$ cat config.mk
export PLATFORM = sky130hd
export DESIGN_NAME = capture_top
export DESIGN_NICKNAME = d
export VERILOG_FILES = /design/src/wb_pkg.sv /design/src/cap_pkg.sv /design/src/capture_top.sv /design/src/cap_regs.sv /design/src/capture_ctrl.sv /design/src/bank_fifo.sv
export VERILOG_INCLUDE_DIRS = /design/src
export SDC_FILE = /design/constraint.sdc
export NUM_CORES = 2
export LEC_CHECK = 0
export ABC_AREA = 1
export BUFFER_PORTS_ARGS = -buffer_cell sky130_fd_sc_hd__buf_4
export CAP_MARGIN = 20
export CELL_PAD_IN_SITES_DETAIL_PLACEMENT = 1
export CELL_PAD_IN_SITES_GLOBAL_PLACEMENT = 2
export CORE_MARGIN = 2
export CORE_UTILIZATION = 35
export DETAILED_ROUTE_END_ITERATION = 6
export PLACE_DENSITY = 0.76
export SLEW_MARGIN = 30
export SYNTH_ARGS = -nofsm -noshare
export SYNTH_HDL_FRONTEND = slang
export SYNTH_SLANG_ARGS = --single-unit
$ cat constraint.sdc
create_clock -name r_clk -period 6.8 [get_ports r_clk]
set_clock_uncertainty 0.15 [all_clocks]
set_input_delay 0.68 -clock r_clk [delete_from_list [all_inputs] [get_ports r_clk]]
set_output_delay 0.68 -clock r_clk [all_outputs]
set_load 0.1 [all_outputs]
$ cat src/cap_defines.svh
`ifndef CAP_DEFINES_SVH
`define CAP_DEFINES_SVH

// ==========================================================================
// Sample capture sizing
// ==========================================================================

// Width of one stream sample
`define CAP_DATA_W      16

// Buffer holds 2**CAP_DEPTH_LOG2 words, half per bank
`define CAP_DEPTH_LOG2  8

// Capture length, counted in whole banks
`define CAP_LEN_W       8

// Wishbone word address width
`define CAP_ADDR_W      2

`endif
$ cat src/wb_pkg.sv
`include "cap_defines.svh"

package wb_pkg;

    // Master to slave, held until ack
    typedef struct packed {
        logic                   cyc;
        logic                   stb;
        logic                   we;
        logic [`CAP_ADDR_W-1:0] adr;
        logic [31:0]            dat_w;
    } wb_req_t;

    // Slave to master
    typedef struct packed {
        logic        ack;
        logic [31:0] dat_r;              // Valid with ack
    } wb_rsp_t;

    // Word addresses of the register block
    typedef enum logic [`CAP_ADDR_W-1:0] {
        REG_CTRL    = 0,
        REG_STATUS  = 1,
        REG_DATA    = 2,                 // Read pops the buffer head
        REG_OVERRUN = 3
    } reg_addr_e;

endpackage

$ cat src/cap_pkg.sv
`include "cap_defines.svh"

package cap_pkg;

    // ======================================================================
    // Capture controller
    // ======================================================================

    typedef enum logic [1:0] {
        CAP_IDLE = 2'd0,
        CAP_RUN  = 2'd1,
        CAP_DONE = 2'd2                  // Length target reached
    } cap_state_e;

    // Control from the register block
    typedef struct packed {
        logic                  arm;      // One-cycle pulse
        logic                  flush;    // One-cycle pulse
        logic [`CAP_LEN_W-1:0] len_banks;
    } cap_cfg_t;

    typedef struct packed {
        cap_state_e  state;
        logic [23:0] accepted;           // Samples written this capture
        logic [15:0] overrun;            // Saturates at all ones
    } cap_status_t;

    // ======================================================================
    // Banked buffer
    // ======================================================================

    typedef struct packed {
        logic w_ready;
        logic r_ready;
        logic w_bank;
        logic r_bank;
        logic dir;                       // High means nearly full
    } fifo_flags_t;

endpackage

$ cat src/capture_top.sv
`timescale 1ns/1ps
`include "cap_defines.svh"

module capture_top (
    input  logic                   r_clk,
    input  logic                   fullish,
    input  logic                   sample_valid,
    input  logic [`CAP_DATA_W-1:0] sample_data,
    input  wb_pkg::wb_req_t        wb_req,
    output wb_pkg::wb_rsp_t        wb_rsp
);

    cap_pkg::cap_cfg_t      cfg;
    cap_pkg::cap_status_t   status;
    cap_pkg::fifo_flags_t   flags;
    logic                   wr_en;
    logic                   rd_en;
    logic                   flush;
    logic [`CAP_DATA_W-1:0] wr_data;
    logic [`CAP_DATA_W-1:0] rd_data;

    // Host side
    cap_regs cap_regs_i (
        .r_clk   (r_clk),
        .fullish (fullish),
        .wb_req  (wb_req),
        .wb_rsp  (wb_rsp),
        .cfg     (cfg),
        .status  (status),
        .flags   (flags),
        .rd_en   (rd_en),
        .rd_data (rd_data)
    );

    // Stream side
    capture_ctrl capture_ctrl_i (
        .r_clk        (r_clk),
        .fullish      (fullish),
        .cfg          (cfg),
        .sample_valid (sample_valid),
        .sample_data  (sample_data),
        .flags        (flags),
        .wr_en        (wr_en),
        .wr_data      (wr_data),
        .flush        (flush),
        .status       (status)
    );

    bank_fifo bank_fifo_i (
        .r_clk   (r_clk),
        .fullish (fullish),
        .flush   (flush),
        .wr_en   (wr_en),
        .rd_en   (rd_en),
        .wr_data (wr_data),
        .rd_data (rd_data),
        .flags   (flags)
    );

endmodule

$ cat src/cap_regs.sv
`timescale 1ns/1ps
`include "cap_defines.svh"

module cap_regs (
    input  logic                   r_clk,
    input  logic                   fullish,
    input  wb_pkg::wb_req_t        wb_req,
    output wb_pkg::wb_rsp_t        wb_rsp,
    output cap_pkg::cap_cfg_t      cfg,
    input  cap_pkg::cap_status_t   status,
    input  cap_pkg::fifo_flags_t   flags,
    output logic                   rd_en,
    input  logic [`CAP_DATA_W-1:0] rd_data
);

    wb_pkg::reg_addr_e     addr;
    logic                  req_new;
    logic                  ctrl_wr;
    logic                  ack_q;
    logic                  arm_q;
    logic                  flush_q;
    logic [`CAP_LEN_W-1:0] len_q;
    logic [31:0]           rd_mux;

    // ======================================================================
    // Bus handshake
    // ======================================================================

    assign addr    = wb_pkg::reg_addr_e'(wb_req.adr);
    assign req_new = wb_req.cyc && wb_req.stb && !ack_q;     // Not yet acked
    assign ctrl_wr = req_new && wb_req.we && (addr == wb_pkg::REG_CTRL);

    always_ff @(posedge r_clk or posedge fullish) begin
        if (fullish) begin
            ack_q   <= 1'b0;
            arm_q   <= 1'b0;
            flush_q <= 1'b0;
            len_q   <= '0;
        end else begin
            ack_q   <= req_new;                              // One cycle only
            arm_q   <= ctrl_wr && wb_req.dat_w[0];
            flush_q <= ctrl_wr && wb_req.dat_w[1];
            if (ctrl_wr) begin
                len_q <= wb_req.dat_w[8 +: `CAP_LEN_W];
            end
        end
    end

    // Pulses line up with the ack cycle
    assign cfg = '{
        arm:       arm_q,
        flush:     flush_q,
        len_banks: len_q
    };

    // ======================================================================
    // Read path
    // ======================================================================

    always_comb begin
        rd_mux = '0;
        case (addr)
            wb_pkg::REG_CTRL: begin
                rd_mux[8 +: `CAP_LEN_W] = len_q;
            end
            wb_pkg::REG_STATUS: begin
                rd_mux = {status.accepted, 1'b0, flags, status.state};
            end
            wb_pkg::REG_DATA: begin
                if (flags.r_ready) begin
                    rd_mux[`CAP_DATA_W-1:0] = rd_data;       // Empty reads as zero
                end
            end
            wb_pkg::REG_OVERRUN: begin
                rd_mux[15:0] = status.overrun;
            end
            default: begin
                rd_mux = '0;
            end
        endcase
    end

    assign wb_rsp.ack   = ack_q;
    assign wb_rsp.dat_r = ack_q ? rd_mux : '0;

    // Head leaves the buffer at the end of the ack cycle
    assign rd_en = ack_q && wb_req.cyc && wb_req.stb && !wb_req.we &&
                   (addr == wb_pkg::REG_DATA) && flags.r_ready;

    // ack only rises while the master still holds its request
    a_ack_req : assert property (@(posedge r_clk) disable iff (fullish)
        $rose(ack_q) |-> wb_req.cyc && wb_req.stb);

endmodule

$ cat src/capture_ctrl.sv
`timescale 1ns/1ps
`include "cap_defines.svh"

module capture_ctrl (
    input  logic                   r_clk,
    input  logic                   fullish,
    input  cap_pkg::cap_cfg_t      cfg,
    input  logic                   sample_valid,
    input  logic [`CAP_DATA_W-1:0] sample_data,
    input  cap_pkg::fifo_flags_t   flags,
    output logic                   wr_en,
    output logic [`CAP_DATA_W-1:0] wr_data,
    output logic                   flush,
    output cap_pkg::cap_status_t   status
);

    cap_pkg::cap_status_t st_q;
    logic [23:0]          acc_next;
    logic [23:0]          target;    // len_banks whole banks
    logic                 running;
    logic                 drop;

    // ======================================================================
    // Sample gating
    // ======================================================================

    // Arming restarts the buffer as well
    assign flush = cfg.arm || cfg.flush;

    assign running = (st_q.state == cap_pkg::CAP_RUN);

    assign wr_en   = running && sample_valid && flags.w_ready && !flush;
    assign drop    = running && sample_valid && !flags.w_ready && !flush;
    assign wr_data = sample_data;

    assign acc_next = st_q.accepted + 1'b1;
    assign target   = 24'({cfg.len_banks, {(`CAP_DEPTH_LOG2-1){1'b0}}});

    // ======================================================================
    // State and counters
    // ======================================================================

    always_ff @(posedge r_clk or posedge fullish) begin
        if (fullish) begin
            st_q <= '0;                                  // CAP_IDLE, counts clear
        end else if (cfg.arm) begin
            st_q.state    <= cap_pkg::CAP_RUN;
            st_q.accepted <= '0;
            st_q.overrun  <= '0;
        end else if (running) begin
            if (wr_en) begin
                st_q.accepted <= acc_next;
                if (acc_next == target) begin
                    st_q.state <= cap_pkg::CAP_DONE;     // Last bank filled
                end
            end
            // Stream has no back-pressure, count what is lost
            if (drop && st_q.overrun != '1) begin
                st_q.overrun <= st_q.overrun + 1'b1;
            end
        end
    end

    assign status = st_q;

    // Writes belong to a running capture that has not yet reached its length
    a_wr_in_run : assert property (@(posedge r_clk) disable iff (fullish)
        wr_en |-> (st_q.state == cap_pkg::CAP_RUN) && (st_q.accepted < target));

endmodule

$ cat src/bank_fifo.sv
`timescale 1ns/1ps
`include "cap_defines.svh"

module bank_fifo (
    input  logic                   r_clk,
    input  logic                   fullish,
    input  logic                   flush,
    input  logic                   wr_en,
    input  logic                   rd_en,
    input  logic [`CAP_DATA_W-1:0] wr_data,
    output logic [`CAP_DATA_W-1:0] rd_data,
    output cap_pkg::fifo_flags_t   flags
);

    localparam int DEPTH = 1 << `CAP_DEPTH_LOG2;

    logic [`CAP_DATA_W-1:0]     mem [DEPTH];
    logic [`CAP_DEPTH_LOG2-1:0] w_ptr;
    logic [`CAP_DEPTH_LOG2-1:0] r_ptr;
    logic [1:0]                 w_qtr;
    logic [1:0]                 r_qtr;
    logic                       w_bank;
    logic                       r_bank;
    logic                       dir_q;
    logic                       w_ready;
    logic                       r_ready;
    logic                       do_wr;
    logic                       do_rd;

    // ======================================================================
    // Bank and quarter decode
    // ======================================================================

    assign w_bank = w_ptr[`CAP_DEPTH_LOG2-1];
    assign r_bank = r_ptr[`CAP_DEPTH_LOG2-1];
    assign w_qtr  = w_ptr[`CAP_DEPTH_LOG2-1 -: 2];
    assign r_qtr  = r_ptr[`CAP_DEPTH_LOG2-1 -: 2];

    // Same bank is only shared in the direction dir allows
    assign w_ready = (w_bank != r_bank) || !dir_q;
    assign r_ready = (r_bank != w_bank) || dir_q;

    assign do_wr = wr_en && w_ready && !flush;   // Flush wins
    assign do_rd = rd_en && r_ready && !flush;

    // ======================================================================
    // Storage and pointers
    // ======================================================================

    always_ff @(posedge r_clk) begin
        if (do_wr) begin
            mem[w_ptr] <= wr_data;
        end
    end

    assign rd_data = mem[r_ptr];                 // Head word, no read latency

    always_ff @(posedge r_clk or posedge fullish) begin
        if (fullish) begin
            w_ptr <= '0;
            r_ptr <= '0;
        end else if (flush) begin
            w_ptr <= '0;
            r_ptr <= '0;
        end else begin
            if (do_wr) begin
                w_ptr <= w_ptr + 1'b1;
            end
            if (do_rd) begin
                r_ptr <= r_ptr + 1'b1;
            end
        end
    end

    // Direction flag
    // Writer one quarter behind the reader means the buffer is nearly full,
    // reader one quarter behind the writer means it is draining
    always_ff @(posedge r_clk or posedge fullish) begin
        if (fullish) begin
            dir_q <= 1'b0;
        end else if (flush) begin
            dir_q <= 1'b0;
        end else if (w_qtr + 2'd1 == r_qtr) begin
            dir_q <= 1'b1;
        end else if (r_qtr + 2'd1 == w_qtr) begin
            dir_q <= 1'b0;
        end
    end

    assign flags = '{
        w_ready: w_ready,
        r_ready: r_ready,
        w_bank:  w_bank,
        r_bank:  r_bank,
        dir:     dir_q
    };

    // ======================================================================
    // Checks on the two clients
    // ======================================================================

    a_wr_ready : assert property (@(posedge r_clk) disable iff (fullish)
        wr_en |-> w_ready);

    a_rd_ready : assert property (@(posedge r_clk) disable iff (fullish)
        rd_en |-> r_ready);

endmodule

* Word level (Yosys, flattened, before mapping) *
Memories as Yosys holds them, arrays and structs flattened.
Cells that the tools add are included.

word-level totals
  register bits after elaboration = 70
  bits in latches = 0
  RAM bits = 4096
  memory bits (read-only) = 0
  input port bits = 56
  output and inout bits = 33
  memories kept = 1

operators by class
  add/sub/neg operators = 6
  multipliers = 0
  divide/modulo/power cells = 0
  $lt $le $gt $ge = 0
  equality and inequality tests = 10
  shifts and indexed selects = 0
  multiplexer cells = 19
  bitwise gates (word level) = 0
  reductions and logical operators = 40

memories
  memory           words  width  rd ports  clocked after memory_dff  wr ports  line             source
  bank_fifo_i.mem  256    16     1         0                         1         bank_fifo.sv:17  logic [`CAP_DATA_W-1:0] mem [DEPTH];

operator list
  cell                                                                   number
  42-bit two-way mux                                                     2
  16-bit two-way mux                                                     3
  32-bit two-way mux                                                     1
  8-bit two-way mux                                                      4
  8-bit case mux with 4 select lines                                     1
  26-bit two-way mux                                                     1
  24-bit by 1-bit adder with 24-bit output, second input constant        1
  24-bit by 15-bit equality test with 1-bit output                       1
  8-bit case mux with 3 select lines                                     1
  1-bit logical AND                                                      21
  16-bit by 1-bit adder with 16-bit output, second input constant        1
  8-bit by 1-bit adder with 8-bit output, second input constant          2
  16-bit inequality test, second input constant                          1
  2-bit nonzero test                                                     6
  1-bit zero test                                                        5
  1-bit two-way mux                                                      5
  2-bit by 1-bit adder with 2-bit output, second input constant          2
  2-bit by 1-bit equality test with 1-bit output, second input constant  2
  2-bit equality test                                                    2
  2-bit equality test, second input constant                             2
  2-bit AND reduction                                                    2
  1-bit logical OR                                                       3
  3-bit AND reduction                                                    1
  3-bit nonzero test                                                     1
  3 further kinds                                                        4

* Longest topological paths before layout *
  depth after elaboration = 9
  depth in mapped cells = 16
  gate-level depth less buffers = 14

* Modules after synthesis *
From an unflattened synthesis, not the netlist that was laid out.

unflattened totals
  cell total of the unflattened synthesis = 15197
  area, all modules = 172407.9 um^2

by module, submodules not included
  module        instances  cells each  area an instance (um^2)
  bank_fifo     1          14594       168404.0
  capture_ctrl  1          391         2825.2
  cap_regs      1          212         1178.6

* Least setup slack after synthesis *
OpenSTA, ideal clock, no wires.

  path kind = input port to output port
  start = input wb_req[32] (netlist bit)
  end = output wb_rsp[21] (netlist bit)
  arrival = 3.331 ns
  required time = 5.970 ns
  slack = 2.639 ns
  stages = 6
  cell sequence = inv_1 -> nor2_1 -> inv_1 -> clkbuf_1 -> buf_1 -> nor3_1

RTL lines
  item                line               source
  start: declaration  capture_top.sv:9   input wb_pkg::wb_req_t wb_req,
  end: declaration    capture_top.sv:10  output wb_pkg::wb_rsp_t wb_rsp

==> flow_summary_export.csv <==
group,metric,value,unit
worst_setup_path,crit_arrival,5.66,ns
worst_setup_path,cp-end-kind,"output port",
clocking,cts.sinks,4166,
routing,wirelength,560100,µm
status,run_status,"complete, but fails checks",
floorplan,die_x,700.0,µm
worst_setup_path,worstReg2RegStart,"cap_regs_i.arm_q",
worst_setup_path,worstPathMaxFanout,50,
worst_setup_path,critical_path.top_delay_family,"simple AND/OR/NAND/NOR gates",
clocking,clockRootBuffer,"clkbuf_16",
placed_design,dpl.hpwl,313700,µm
power_and_ir_drop,switching_share,0.2718,
synthesis,ys_ff_latch,4166,
synthesis,seq_area_frac_synth,0.7359,
floorplan,die_h,700.0,µm
grt,antenna_found_initial,31,
grt,grt_use_met2,0.3600,
grt,grt_pass1_vias,114900,
grt,grt_start_max_net_pins,177,
clocking,cts.clk_slew.worst_paths,0.06,ns
routing,dr_total_vias,115100,
timing,finalSetupViolCount,0,
finish,areaGrowthSynthToFinish,13.79,%
finish,fill_cells,51270,
timing,slew_violations,0,
timing,slew-limit-headroom,0.2518,
routing,drt_iter0_drc,12120,
worst_setup_path,reg2reg_to,"bank_fifo_i.mem[48][7]",
worst_setup_path,critPathMaxStageDelay,0.58,ns
status,violations,"negative hold slack",
synthesis,synth_top_cell_by_area,"edfxtp_1",
worst_setup_path,cp_num_buf_inv,4,
power_and_ir_drop,p_seq_frac,0.482,
finish,multi_input_area,39790,µm²
synthesis,synth_area_leaders,"edfxtp_1, nand2_1, nand3_1",
worst_setup_path,reg2reg_depth,8,
worst_setup_path,r2r_slack,1.06,ns
timing,post-route-period-util,0.9542,
synthesis,synth_cell_types,39,
synthesis,ys.flop_type,"edfxtp_1",
floorplan,io_pins,89,
synthesis,yosysMostFrequentCell,"nand2_1",
worst_hold_path,hold_class,"input port to flip-flop",
worst_setup_path,crit_path_top_delay_cell,"nor2_4",
power_and_ir_drop,pwr-share-comb,0.120,
grt,globalRouteMet3Util,0.02492,
synthesis,syn_nets,14490,
floorplan,rows,255,
timing,min_period,6.488,ns
grt,overflow,0,
clocking,cts-htree-levels,5,
synthesis,syn_avg_cell_area,11.76,µm²
power_and_ir_drop,p_int,43120,µW
synthesis,synth_common_cells,"nand2_1, edfxtp_1, nand3_1",
power_and_ir_drop,switching_power,16100,µW
timing,fmax,0.1541,GHz
timing,hold-worst-slack,-0.01043,ns
worst_setup_path,cpMostUsedCell,"nand3_1",
floorplan,start_util,0.3514,
synthesis,syn-instance-count,14420,
grt,use_met1,0.3134,
finish,drive_gt1_frac,0.08194,
synthesis,async_reset_ff_frac,0.01680,
timing,rsz0062_at_grt,"no",
clocking,clk_latency,1.00,ns
routing,wl_per_cell,26.23,µm
timing,worst_pin_slew,1.122,ns
timing,hold_violations,8,
clocking,clk_path_buf_depth,4,
worst_setup_path,critical_path.startpoint,"bank_fifo_i.r_ptr[2]",
power_and_ir_drop,p_clk_frac,0.398,
grt,track_usage,0.2229,
worst_setup_path,cp_cell_sequence,"inv_8 > nor2_4 > buf_12 > buf_4 > a21oi_1 > nand3_1 > nand3_1 > nand3_1 > nand3_1 > nand3_1 > nand3_1 > a21oi_1 > buf_4",
floorplan,die_area,489900,µm²
worst_setup_path,start_kind,"flip-flop",
routing,via_per_inst,5.391,
floorplan,core-area,482400,µm²
worst_setup_path,endpoint,"wb_rsp[1]",
placed_design,place.port_buffers,66,
clocking,numCtsBuffers,452,
synthesis,synth_top_area_share,0.7255,
power_and_ir_drop,power_density,307.0,nW/µm²
power_and_ir_drop,irDropWorstVdd,221.7,µV
grt,grt_busiest_layer,"met2",
placed_design,place_congestion,0.8420,
synthesis,synth_edf_count,4096,
routing,drc,0,
grt,grt_pass1_wl,809100,µm
finish,num-nets-final,14610,
timing,finalSetupTns,0,ns
clocking,cts_tree,"built",
routing,final_antenna_net_count,0,
run,max_cap_violations,0,
synthesis,ys_warn_count,0,
synthesis,syn_area,169500,µm²
finish,ff_latch_area,124800,µm²
worst_setup_path,crit_cells,13,
power_and_ir_drop,p_leak,0.06760,µW
routing,drt_first_pass_iters,6,
worst_setup_path,worstSetupPathType,"flip-flop to output port",
worst_setup_path,required,5.97,ns
worst_hold_path,min_path_cells,1,
-- flip-flops by register name (all words and copies together), names as in the netlist --
register	count
bank_fifo_i.mem	4096
capture_ctrl_i.status	42
bank_fifo_i.r_ptr	8
bank_fifo_i.w_ptr	8
cap_regs_i.len_q	8
bank_fifo_i.dir_q	1
cap_regs_i.ack_q	1
cap_regs_i.arm_q	1
cap_regs_i.flush_q	1
-- how the worst min path moves through the flow --
| stage | start | end | slack (ns) |
|---|---|---|---|
| detailed placement | capture_ctrl_i.status[41] | capture_ctrl_i.status[41] | 0.34 |
| finish | sample_data[6] | bank_fifo_i.mem[16][6] | -0.01 |
| CTS | sample_data[4] | bank_fifo_i.mem[218][4] | 0.02 |
| global placement | capture_ctrl_i.status[41] | capture_ctrl_i.status[41] | 0.33 |
| floorplan | capture_ctrl_i.status[41] | capture_ctrl_i.status[41] | 0.32 |
| global route | sample_data[6] | bank_fifo_i.mem[20][6] | 0.009 |
-- metal layers --
| metal | wire length, µm | vias up |
|---|---|---|
| li1 | - | 51010 |
| met1 | 242200 | 59410 |
| met2 | 262400 | 3887 |
| met3 | 36280 | 836 |
| met5 | 48 | - |
| met4 | 19220 | 8 |
-- final cells by class --
type,instances,share of cell area
inverters,110,0.002471
diodes,19,0.0002465
flip-flops and latches,4166,0.6468
well taps,6425,0.04167
clock inverters,268,0.01062
multi-input cells,9214,0.2063
clock buffers,563,0.06166
repair buffers,593,0.03029
-- stage by stage --
stage / setup slack, ns / utilization / area [µm²] / cells / total power (µW)
detailed placement: 1.176 / 0.3698 / 178400 / 20470 / 36140
CTS: 0.2076 / 0.3991 / 192500 / 21320 / 59520
global placement: 1.302 / 0.3697 / 178400 / 20470 / 36030
finish: 0.3116 / 0.3999 / 192900 / 21360 / 59220
floorplan: 2.639 / - / 169500 / 14420 / 32680
global route: 0.1994 / 0.3998 / 192900 / 21340 / 60950
-- power by group through the flow --
stage          sequential [µW]  combinational [µW]  clock, µW
2_1_floorplan            29000                3680          0
3_3_place_gp             29100                6950          0
3_5_place_dp             29100                7050          0
4_1_cts                  28500                7090      23900
5_1_grt                  28500                7610      24800
6_report                 28500                7140      23500
-- logic make-up after synthesis --
| kind of cell | count (synthesis) | share of synthesized area |
|---|---|---|
| flops | 4166 | 0.7359 |
| compound gates | 425 | 0.01286 |
| xor+xnor | 16 | 0.0008710 |
| fa+ha+maj | 12 | 0.0008856 |
| buf+inv | 1039 | 0.03062 |
| mux | 1 | 0.00006642 |
| simple gates | 8760 | 0.2188 |
-- timing repair --
action                                  4_1_cts  5_1_grt
buffers inserted                              0        7
resized for setup                             0        1
endpoints found under the hold margin       195      102
endpoints found under the setup margin        0        1
hold buffers                                 19        5
-- cell usage in the layout, fill, tap and decap left out, drive strengths merged --
master / netlist / routed
a211oi: 1 / 1
a21boi: 3 / 3
a21oi: 339 / 339
a221oi: 1 / 1
buf: 736 / 569
bufinv: 0 / 23
clkbuf: 193 / 563
clkinv: 2 / 227
clkinvlp: 0 / 7
dfrtp: 70 / 70
diode: 0 / 19
dlygate4sd3: 0 / 24
edfxtp: 4096 / 4096
ha: 12 / 12
inv: 108 / 121
mux2: 1 / 1
nand2: 5136 / 5136
nand3: 3223 / 3223
nand3b: 2 / 2
nand4: 14 / 14
nor2: 335 / 335
nor3: 43 / 43
nor3b: 3 / 3
nor4: 3 / 3
o211ai: 5 / 5
o21ai: 54 / 54
o22ai: 22 / 22
or3: 1 / 1
xnor2: 2 / 2
xor2: 14 / 14
No activity file was read; power rests on OpenSTA's default activity.
